[src/rtl/tlbmiss_pkg.sv]
`default_nettype none

package tlbmiss_pkg;

  localparam int VADDR_W    = 44;
  localparam int PAGE_SHIFT = 14;
  localparam int VPN_W      = 30;
  localparam int ATTR_W     = 4;
  localparam int SZ_W       = 5;
  localparam int LSQ_W      = 9;

  localparam int LANES = 2;
  localparam int DEPTH = 4;
  localparam int PTR_W = 2;

  // one load/store op on a lane
  typedef struct packed {
    logic              valid;
    logic              thread;
    logic [VADDR_W-1:0] vaddr;
    logic [SZ_W-1:0]    size;
    logic [ATTR_W-1:0]  attr;
    logic [LSQ_W-1:0]   lsq;
  } mop_t;

  // state of one stored lane
  typedef struct packed {
    logic stored;
    logic need_walk;
    logic invalid;
  } lane_flags_t;

  // page walk request with vpn as the vaddr bits above the page offset
  typedef struct packed {
    logic [VPN_W-1:0]  vpn;
    logic [ATTR_W-1:0] attr;
  } tlb_req_t;

endpackage

`default_nettype wire

[src/rtl/miss_ram.sv]
`timescale 1ns/1ps
`default_nettype none

module miss_ram (
  input  wire logic                            clk,
  input  wire logic                            rst,
  input  wire logic                            rd_en_i,
  input  wire logic [tlbmiss_pkg::PTR_W-1:0]   rd_addr_i,
  output logic [$bits(tlbmiss_pkg::lane_flags_t)+$bits(tlbmiss_pkg::mop_t)-1:0] rd_data_o,
  input  wire logic                            wr_en_i,
  input  wire logic [tlbmiss_pkg::PTR_W-1:0]   wr_addr_i,
  input  wire logic [$bits(tlbmiss_pkg::lane_flags_t)+$bits(tlbmiss_pkg::mop_t)-1:0] wr_data_i
);
  import tlbmiss_pkg::*;

  logic [$bits(rd_data_o)-1:0] mem [DEPTH];
  logic [PTR_W-1:0]            rd_addr_q;

  always_ff @(posedge clk) begin
    if (rst) begin
      rd_addr_q <= '0;
    end else if (rd_en_i) begin
      rd_addr_q <= rd_addr_i;
    end
  end

  always_ff @(posedge clk) begin
    if (wr_en_i) begin
      mem[wr_addr_i] <= wr_data_i;
    end
  end

  // write-first since a same-cycle write shows up behind the address register
  assign rd_data_o = mem[rd_addr_q];

endmodule

`default_nettype wire

[src/rtl/miss_buffer.sv]
`timescale 1ns/1ps
`default_nettype none

module miss_buffer (
  input  wire logic                                            clk,
  input  wire logic                                            rst,
  input  wire tlbmiss_pkg::mop_t [tlbmiss_pkg::LANES-1:0]      op_i,
  input  wire logic [tlbmiss_pkg::LANES-1:0]                   miss_i,
  input  wire logic                                            stall_i,
  input  wire logic                                            except_i,
  input  wire logic                                            except_thread_i,
  input  wire logic                                            pop_i,
  output tlbmiss_pkg::mop_t [tlbmiss_pkg::LANES-1:0]           head_op_o,
  output tlbmiss_pkg::lane_flags_t [tlbmiss_pkg::LANES-1:0]    head_flags_o,
  output logic                                                 head_valid_o,
  output logic                                                 nonempty_o
);
  import tlbmiss_pkg::*;

  logic [PTR_W-1:0]         wr_ptr_q;
  logic [PTR_W-1:0]         rd_ptr_q;
  logic [PTR_W-1:0]         rd_ptr_nxt;
  logic [PTR_W:0]           count_q;
  logic [LANES-1:0]         cap;
  logic                     full;
  logic                     push;
  logic [LANES-1:0]         thr_q [DEPTH];
  logic [LANES-1:0]         inv_q [DEPTH];
  lane_flags_t [LANES-1:0]  wr_flags;
  lane_flags_t [LANES-1:0]  rd_flags;
  logic [$bits(lane_flags_t)+$bits(mop_t)-1:0] rd_word [LANES];

  assign full       = count_q == (PTR_W+1)'(DEPTH);
  assign push       = |cap && !full;
  assign nonempty_o = count_q != '0;
  assign rd_ptr_nxt = rd_ptr_q + 1'b1;

  always_comb begin
    for (int l = 0; l < LANES; l++) begin
      cap[l]                = op_i[l].valid && (miss_i[l] || stall_i);
      wr_flags[l].stored    = cap[l];
      wr_flags[l].need_walk = miss_i[l];
      wr_flags[l].invalid   = except_i && (except_thread_i == op_i[l].thread);
    end
  end

  for (genvar l = 0; l < LANES; l++) begin : g_lane
    miss_ram u_ram (
      .clk       (clk),
      .rst       (rst),
      .rd_en_i   (pop_i),
      .rd_addr_i (rd_ptr_nxt),
      .rd_data_o (rd_word[l]),
      .wr_en_i   (push),
      .wr_addr_i (wr_ptr_q),
      .wr_data_i ({wr_flags[l], op_i[l]})
    );
  end

  // capture-time invalid comes from the ram, later ones from inv_q
  always_comb begin
    for (int l = 0; l < LANES; l++) begin
      {rd_flags[l], head_op_o[l]} = rd_word[l];
      head_flags_o[l]             = rd_flags[l];
      head_flags_o[l].invalid     = rd_flags[l].invalid || inv_q[rd_ptr_q][l];
    end
  end

  always_ff @(posedge clk) begin
    if (rst) begin
      wr_ptr_q     <= '0;
      rd_ptr_q     <= '0;
      count_q      <= '0;
      head_valid_o <= 1'b0;
    end else begin
      if (push) begin
        wr_ptr_q <= wr_ptr_q + 1'b1;
      end
      if (pop_i) begin
        rd_ptr_q <= rd_ptr_nxt;
      end
      count_q <= count_q + (PTR_W+1)'(push) - (PTR_W+1)'(pop_i);
      // next head is only good once the ram read has settled
      head_valid_o <= pop_i ? (count_q > (PTR_W+1)'(1)) : nonempty_o;
    end
  end

  always_ff @(posedge clk) begin
    if (rst) begin
      for (int k = 0; k < DEPTH; k++) begin
        thr_q[k] <= '0;
        inv_q[k] <= '0;
      end
    end else begin
      // one exception kills every lane of its thread at once
      if (except_i) begin
        for (int k = 0; k < DEPTH; k++) begin
          for (int l = 0; l < LANES; l++) begin
            if (thr_q[k][l] == except_thread_i) begin
              inv_q[k][l] <= 1'b1;
            end
          end
        end
      end
      if (push) begin
        for (int l = 0; l < LANES; l++) begin
          thr_q[wr_ptr_q][l] <= op_i[l].thread;
          inv_q[wr_ptr_q][l] <= 1'b0;
        end
      end
    end
  end

  // upstream holds off while every entry is taken
  a_no_cap_full: assert property (@(posedge clk) disable iff (rst) full |-> !(|cap));

  a_pop_head: assert property (@(posedge clk) disable iff (rst) pop_i |-> head_valid_o);

endmodule

`default_nettype wire

[src/rtl/replay_ctrl.sv]
`timescale 1ns/1ps
`default_nettype none

module replay_ctrl (
  input  wire logic                                            clk,
  input  wire logic                                            rst,
  input  wire tlbmiss_pkg::mop_t [tlbmiss_pkg::LANES-1:0]      op_i,
  input  wire logic [tlbmiss_pkg::LANES-1:0]                   miss_i,
  input  wire logic                                            stall_i,
  input  wire logic                                            except_i,
  input  wire logic                                            except_thread_i,
  input  wire tlbmiss_pkg::mop_t [tlbmiss_pkg::LANES-1:0]      head_op_i,
  input  wire tlbmiss_pkg::lane_flags_t [tlbmiss_pkg::LANES-1:0] head_flags_i,
  input  wire logic                                            head_valid_i,
  input  wire logic                                            tlb_ack_i,
  output tlbmiss_pkg::mop_t [tlbmiss_pkg::LANES-1:0]           op_o,
  output logic                                                 tlb_req_valid_o,
  output tlbmiss_pkg::tlb_req_t                                tlb_req_o,
  output logic                                                 pop_o
);
  import tlbmiss_pkg::*;

  typedef enum logic [1:0] {
    S_IDLE,
    S_WALK0,
    S_WALK1,
    S_REPLAY
  } state_t;

  state_t           state_q;
  state_t           state_d;
  logic             issued_q;
  logic             walking;
  logic             walk_lane;
  logic [LANES-1:0] kill;
  logic [LANES-1:0] need;

  always_comb begin
    for (int l = 0; l < LANES; l++) begin
      kill[l] = except_i && (except_thread_i == head_op_i[l].thread);
      need[l] = head_flags_i[l].stored && head_flags_i[l].need_walk &&
                !head_flags_i[l].invalid && !kill[l];
    end
  end

  assign walking   = (state_q == S_WALK0) || (state_q == S_WALK1);
  assign walk_lane = state_q == S_WALK1;

  // once out, a request stays up until acked even if the lane dies
  assign tlb_req_valid_o = walking && (need[walk_lane] || issued_q);
  assign tlb_req_o.vpn   = head_op_i[walk_lane].vaddr[VADDR_W-1:PAGE_SHIFT];
  assign tlb_req_o.attr  = head_op_i[walk_lane].attr;
  assign pop_o           = state_q == S_REPLAY;

  always_comb begin
    state_d = state_q;
    case (state_q)
      S_IDLE: begin
        if (head_valid_i) begin
          state_d = S_WALK0;
        end
      end
      S_WALK0: begin
        if (!tlb_req_valid_o || tlb_ack_i) begin
          state_d = S_WALK1;
        end
      end
      S_WALK1: begin
        if (!tlb_req_valid_o || tlb_ack_i) begin
          state_d = S_REPLAY;
        end
      end
      default: begin
        state_d = S_IDLE;
      end
    endcase
  end

  always_ff @(posedge clk) begin
    if (rst) begin
      state_q  <= S_IDLE;
      issued_q <= 1'b0;
    end else begin
      state_q  <= state_d;
      issued_q <= tlb_req_valid_o && !tlb_ack_i;
    end
  end

  always_comb begin
    for (int l = 0; l < LANES; l++) begin
      if (state_q == S_REPLAY) begin
        op_o[l]       = head_op_i[l];
        op_o[l].valid = head_flags_i[l].stored && !head_flags_i[l].invalid && !kill[l];
      end else begin
        op_o[l] = op_i[l];
        // captured lanes come back later from the buffer
        op_o[l].valid = op_i[l].valid && !(miss_i[l] || stall_i);
      end
    end
  end

  a_req_stable: assert property (@(posedge clk) disable iff (rst)
    tlb_req_valid_o && !tlb_ack_i |=> tlb_req_valid_o && $stable(tlb_req_o));

endmodule

`default_nettype wire

[src/rtl/tlb_miss_replay.sv]
`timescale 1ns/1ps
`default_nettype none

module tlb_miss_replay (
  input  wire logic                                        clk,
  input  wire logic                                        rst,
  input  wire tlbmiss_pkg::mop_t [tlbmiss_pkg::LANES-1:0]  op_i,
  input  wire logic [tlbmiss_pkg::LANES-1:0]               miss_i,
  input  wire logic                                        except_i,
  input  wire logic                                        except_thread_i,
  input  wire logic                                        tlb_ack_i,
  output tlbmiss_pkg::mop_t [tlbmiss_pkg::LANES-1:0]       op_o,
  output logic                                             stall_o,
  output logic                                             tlb_req_valid_o,
  output tlbmiss_pkg::tlb_req_t                            tlb_req_o
);
  import tlbmiss_pkg::*;

  mop_t [LANES-1:0]        head_op;
  lane_flags_t [LANES-1:0] head_flags;
  logic                    head_valid;
  logic                    pop;
  logic                    nonempty;

  miss_buffer u_buffer (
    .clk             (clk),
    .rst             (rst),
    .op_i            (op_i),
    .miss_i          (miss_i),
    .stall_i         (nonempty),
    .except_i        (except_i),
    .except_thread_i (except_thread_i),
    .pop_i           (pop),
    .head_op_o       (head_op),
    .head_flags_o    (head_flags),
    .head_valid_o    (head_valid),
    .nonempty_o      (nonempty)
  );

  replay_ctrl u_ctrl (
    .clk             (clk),
    .rst             (rst),
    .op_i            (op_i),
    .miss_i          (miss_i),
    .stall_i         (nonempty),
    .except_i        (except_i),
    .except_thread_i (except_thread_i),
    .head_op_i       (head_op),
    .head_flags_i    (head_flags),
    .head_valid_i    (head_valid),
    .tlb_ack_i       (tlb_ack_i),
    .op_o            (op_o),
    .tlb_req_valid_o (tlb_req_valid_o),
    .tlb_req_o       (tlb_req_o),
    .pop_o           (pop)
  );

  // pipeline stalls for as long as anything is buffered
  assign stall_o = nonempty;

endmodule

`default_nettype wire

[config.mk]
export PLATFORM = sky130hd
export DESIGN_NAME = tlb_miss_replay
export DESIGN_NICKNAME = d
export VERILOG_FILES = /design/src/rtl/tlbmiss_pkg.sv /design/src/rtl/miss_ram.sv /design/src/rtl/miss_buffer.sv /design/src/rtl/replay_ctrl.sv /design/src/rtl/tlb_miss_replay.sv
export SDC_FILE = /design/constraint.sdc
export NUM_CORES = 1
export LEC_CHECK = 0
export ABC_AREA = 1
export BUFFER_PORTS_ARGS = -buffer_cell sky130_fd_sc_hd__buf_2
export CAP_MARGIN = 5
export CORE_ASPECT_RATIO = 1.2
export CORE_MARGIN = 4
export CORE_UTILIZATION = 45
export CTS_BUF_LIST = sky130_fd_sc_hd__clkbuf_16
export CTS_CLUSTER_SIZE = 14
export DETAILED_ROUTE_END_ITERATION = 8
export PLACE_DENSITY_LB_ADDON = 0.12
export REMOVE_ABC_BUFFERS = 1
export SLEW_MARGIN = 20
export SYNTH_ARGS = -nofsm -noshare
export SYNTH_HDL_FRONTEND = slang
export SYNTH_HIERARCHICAL = 1
export SYNTH_SLANG_ARGS = --single-unit
[constraint.sdc]
create_clock -name clk -period 14.42 [get_ports clk]
set_input_delay 1.442 -clock clk [delete_from_list [all_inputs] [get_ports clk]]
set_output_delay 1.442 -clock clk [all_outputs]
set_load 0.03 [all_outputs]
# Word-level counts from Yosys, hierarchy flattened
# Memory sizes are Yosys's and may differ from the RTL's. A register that Yosys moved wholly into a read port is not among the register bits.
# Cells that the tools add are included.
dict set report totals {
  ram_bits 552
  mem_count 4
  register_bits 11
  in_bits 135
  output_inout_bits 164
}
dict set report op_classes {
  n_mux 66
  addsub 4
  order_cmp 2
  bitwise 8
  n_eq_ne 19
  reduce_logical 42
}
# name depth word_bits read_ports rd_clocked_by_memory_dff wr line
set mem_list {}
lappend mem_list {{u_buffer.g_lane[0].u_ram.mem} 4 67 1 1 1 miss_ram.sv:16} ;# logic [$bits(rd_data_o)-1:0] mem [DEPTH];
lappend mem_list {{u_buffer.g_lane[1].u_ram.mem} 4 67 1 1 1 miss_ram.sv:16}
lappend mem_list {u_buffer.inv_q 4 2 1 1 5 miss_buffer.sv:28} ;# logic [LANES-1:0] inv_q [DEPTH];
lappend mem_list {u_buffer.thr_q 4 2 4 0 4 miss_buffer.sv:27} ;# logic [LANES-1:0] thr_q [DEPTH];
# op n
set ops {}
lappend ops {{$mux 64} 2}
lappend ops {{$mux 62} 2}
lappend ops {{$mux 1} 50}
lappend ops {{$mux 2} 11}
lappend ops {{$logic_and 1x1->1} 21}
lappend ops {{$eq 1x1->1} 12}
lappend ops {{$logic_not 1->1} 9}
lappend ops {{$or 1x1->1} 8}
lappend ops {{$logic_or 1x1->1} 7}
lappend ops {{$ne 2x2->1 const B} 3}
lappend ops {{$pmux 2 s3} 1}
lappend ops {{$add 2x1->2 const B} 2}
lappend ops {{$eq 2x2->1 const B} 2}
lappend ops {{$reduce_or 2->1} 2}
lappend ops {{$add 3x1->3} 1}
lappend ops {{$eq 3x3->1 const B} 1}
lappend ops {{$gt 3x1->1 const B} 1}
lappend ops {{$reduce_and 3->1} 1}
lappend ops {{$reduce_bool 3->1} 1}
lappend ops {{$sub 3x1->3} 1}
lappend ops {{$eq 2x1->1 const B} 1}
lappend ops {{$logic_not 2->1} 1}
lappend ops {{$lt 1x2->1 const B} 1}

# Depth between registers and ports, before layout
dict set report logic_depth {
  depth_word 12
  mapped_depth 16
  mapped_depth_nobuf 14
}

# Cells and area by module
# Netlist, hierarchy kept.
# module cells_each instances area_per_inst_um2
set by_module_without_submodules {}
lappend by_module_without_submodules {miss_ram 1069 2 11413.4}
lappend by_module_without_submodules {replay_ctrl 321 1 2279.7}
lappend by_module_without_submodules {miss_buffer 178 1 1388.8}

# Least setup slack after synthesis
# No wires, ideal clock.
dict set report synth_timing {
  path_type {input-to-reg}
  start {input port op_i[63] in the netlist's numbering}
  end {memory u_buffer/g_lane[0].u_ram/mem[2][0] in the netlist's numbering, enable pin}
  setup_ns 0.575
  path_slack_ns 7.438
  arrival_ns 6.408
  required_time_ns 13.845
  path_stages 6
  n_path_buf 0
  cell_sequence {o21ai_1 nand2_2 nand2_2 inv_1 inv_1 nor3_1}
}
dict set report synth_via {
  elab_chain_len 5
}
# item line
set synth_lines {}
lappend synth_lines {{from (decl)} tlb_miss_replay.sv:7} ;# input wire tlbmiss_pkg::mop_t [tlbmiss_pkg::LANES-1:0] op_i,
lappend synth_lines {{$logic_and 1x1->1} miss_buffer.sv:40} ;# cap[l] = op_i[l].valid && (miss_i[l] || stall_i);
lappend synth_lines {{$reduce_or 2->1} miss_buffer.sv:34} ;# assign push = |cap && !full;
lappend synth_lines {{$logic_and 1x1->1} miss_buffer.sv:34}
lappend synth_lines {{net u_buffer.push} miss_buffer.sv:26} ;# logic push;
lappend synth_lines {{$mux 1} miss_ram.sv:28} ;# if (wr_en_i) begin
lappend synth_lines {{$mux 1 (implied by the code)} miss_ram.sv:29} ;# mem[wr_addr_i] <= wr_data_i;
lappend synth_lines {{to (decl)} miss_ram.sv:16}
# The timed path passes the listed nets, and every way through them passes these cells.

==> metrics.txt <==
Critical Path AT=3820 ps; Worst-path clk slew=about 60 ps; Crit Path Category=reg2out; drt pass-1 iters=5; max-slew violations=0; Placer Congestion=a little under 0.8; Num CTS Buffers=57; P_leak=0.01379 uW; vias per cell=4.885; largest net degree at the start of global routing=85; Syn Area/Cell=10.04 um2; net switching power=approximately 1900 uW; Die Width=between 200 and 250 um; switching part of the total=35.22%; crit path time final=5264 ps; Final ANT Viol Nets=0; Fmax=190.0 MHz; Startpoint Class=register; Buf+Inv Stages, Crit Path=5; number of nets in the layout=roughly 3000; setup TNS=0 ps; TritonCTS clock tree=built; I/O Buffers=about 300; HP Class=reg2reg; Post-Synthesis Cells=2607; Congestion Overflow GR=0; FP Rows=96; Final Setup Violations=0; Setup Fix Bufs, Post-CTS=0; crit-path most repeated cell=nand2_1; Synth Cell Area=about 26000 um2; Hold-fix buffers, CTS=0; yosys warns=6; part of the power in combinational logic=a little under a third; vias in the first global route=17367; die footprint=62090 um2; Max Cap Violations=0; Hold Vio Cnt, Final=0; CP max stage cell=inv_4; crit end category=primary output; wire per inst=17.72 um; proportion of power drawn by the clock network=between 20% and 30%; cts repair resizes=0; Detailed Route WL=between 60 and 70 mm; HPWL after DPL=around 40 mm; H-tree depth=2; Post-route DRC=0; area grow syn2layout=14.35%; Crit path required time=about 13000 ps; core area=approximately 57000 um2; max incr delay on CP=710 ps; GR Util All Layers=20.53%; Starting Density=45.58%; fin crit share=36.51%; maximum vdd drop=0.1011 mV; IO Count=299; status=complete, no violations; initial DRC count=between 1000 and 1500; via count=17878; clk_lat worst skew=610 ps; CTS max path bufs=3; unrepaired setup endpoints after global routing=no; P_int=3427 uW; Rel. slew slack=between 30% and 40%; Final Skew=between 15 and 20 ps; crit path max fanout=73; delay-heaviest family, CP=buffers and inverters; placed cell area=28140 um2; CTS sink count=565; power per cell area=176.8 nW/um2; layout cell share with drive strength beyond 1=a little under a fifth; initial antenna violation count=9; Die Span Y=272.2 um; actual slew at the worst max-slew pin=a little under 1000 ps; sequential share of power=a little over two fifths; CP Cell Sequence=inv_4, buf_4, nand2_1, nand3_1, nand2_1, nand3b_1, inv_1, nand2_1, nor2_1, nand2_1, nand3_2, nand2_1, inv_1, buf_2; first-pass GRT wire length=100.3 mm; clk root buf=clkbuf_16; post-route cell area=between 20000 and 30000 um2
-- tightest hold or removal path, stage by stage (launching register included) --
cell and delay (ps):
dfxtp_1 300, nand2_1 50, a21oi_1 70
-- stage by stage --
| stage | power (uW) | util [%] | worst slack, ps | cells | hold WS, ps |
|---|---|---|---|---|---|
| global route | 5603 | 52.11 | 8751 | 3659 | 502.8 |
| global placement | 3905 | 48.96 | 9717 | 3550 | 444.1 |
| CTS | 5352 | 52.11 | 9080 | 3658 | 461.9 |
| floorplan | 3416 | - | 7508 | 2492 | 432.9 |
| detailed placement | 3935 | 49.00 | 9730 | 3551 | 449.4 |
| finish | 5290 | 52.12 | 9156 | 3660 | 463.7 |
-- area by class of cell --
cell class                      count  area (um2)
Antenna cell                        2       5.005
Clock buffer                       57        1426
Clock inverter                     50       356.6
Fill cell                        5137       27490
Inverter                          597        2246
Multi-Input combinational cell   1330        6575
Sequential cell                   565       16690
Tap cell                          735       919.6
Timing Repair Buffer              324        1707
-- power groups by stage --
stage	registers [uW]	clock network [uW]	logic, uW
4_1_cts	2300	1450	1600
3_5_place_dp	2340	0	1600
5_1_grt	2330	1520	1750
6_report	2300	1400	1580
3_3_place_gp	2330	0	1580
2_1_floorplan	2370	0	1040
-- layer usage --
metal | wire length (um) | track usage, % | share of wire (%)
met4 | 1205 | 4.578 | 1.9
met5 | 81 | 0 | 0.12
met1 | 27180 | 26.27 | 42
met3 | 4005 | 4.226 | 6.2
met2 | 32390 | 36.20 | 50
-- cells in the final DEF, fill, tap and decap left out, drive strengths merged, types with 3 or more instances in the layout --
| cell | count |
|---|---|
| nand2 | 805 |
| nor2 | 27 |
| mux2 | 115 |
| edfxtp | 536 |
| nor3 | 15 |
| o21ai | 28 |
| clkinvlp | 3 |
| or2 | 7 |
| bufinv | 5 |
| ha | 12 |
| a21oi | 27 |
| clkbuf | 57 |
| nand4 | 5 |
| nand3 | 280 |
| clkinv | 24 |
| inv | 615 |
| dfxtp | 29 |
| buf | 324 |
-- state kept, by name (all words and copies together), names as in the netlist, named ones only --
register,cells
u_buffer/rd_ptr_q,2
u_buffer/wr_ptr_q,2
u_buffer/count_q,3
u_buffer/thr_q,8
u_ctrl/state_q,2
u_ctrl/issued_q,1
u_buffer/inv_q,8
u_buffer/g_lane.u_ram/rd_addr_q,4
u_buffer/g_lane.u_ram/mem,528
u_buffer/head_valid_o,1
-- final timing paths --
| kind | from | endpoint | slack [ps] | cells past startpoint |
|---|---|---|---|---|
| max | register | tlb_req_valid_o | 9160 | 14 |
| min reg2reg | u_buffer/g_lane[0].u_ram/rd_addr_q[1] | register | 460 | 2 |
| min | u_buffer/g_lane[0].u_ram/rd_addr_q[1] | register | 460 | 2 |
| max reg2reg | register | u_ctrl/state_q[1] | 11100 | 14 |
Note: power is estimated with default switching activity, not from simulation.
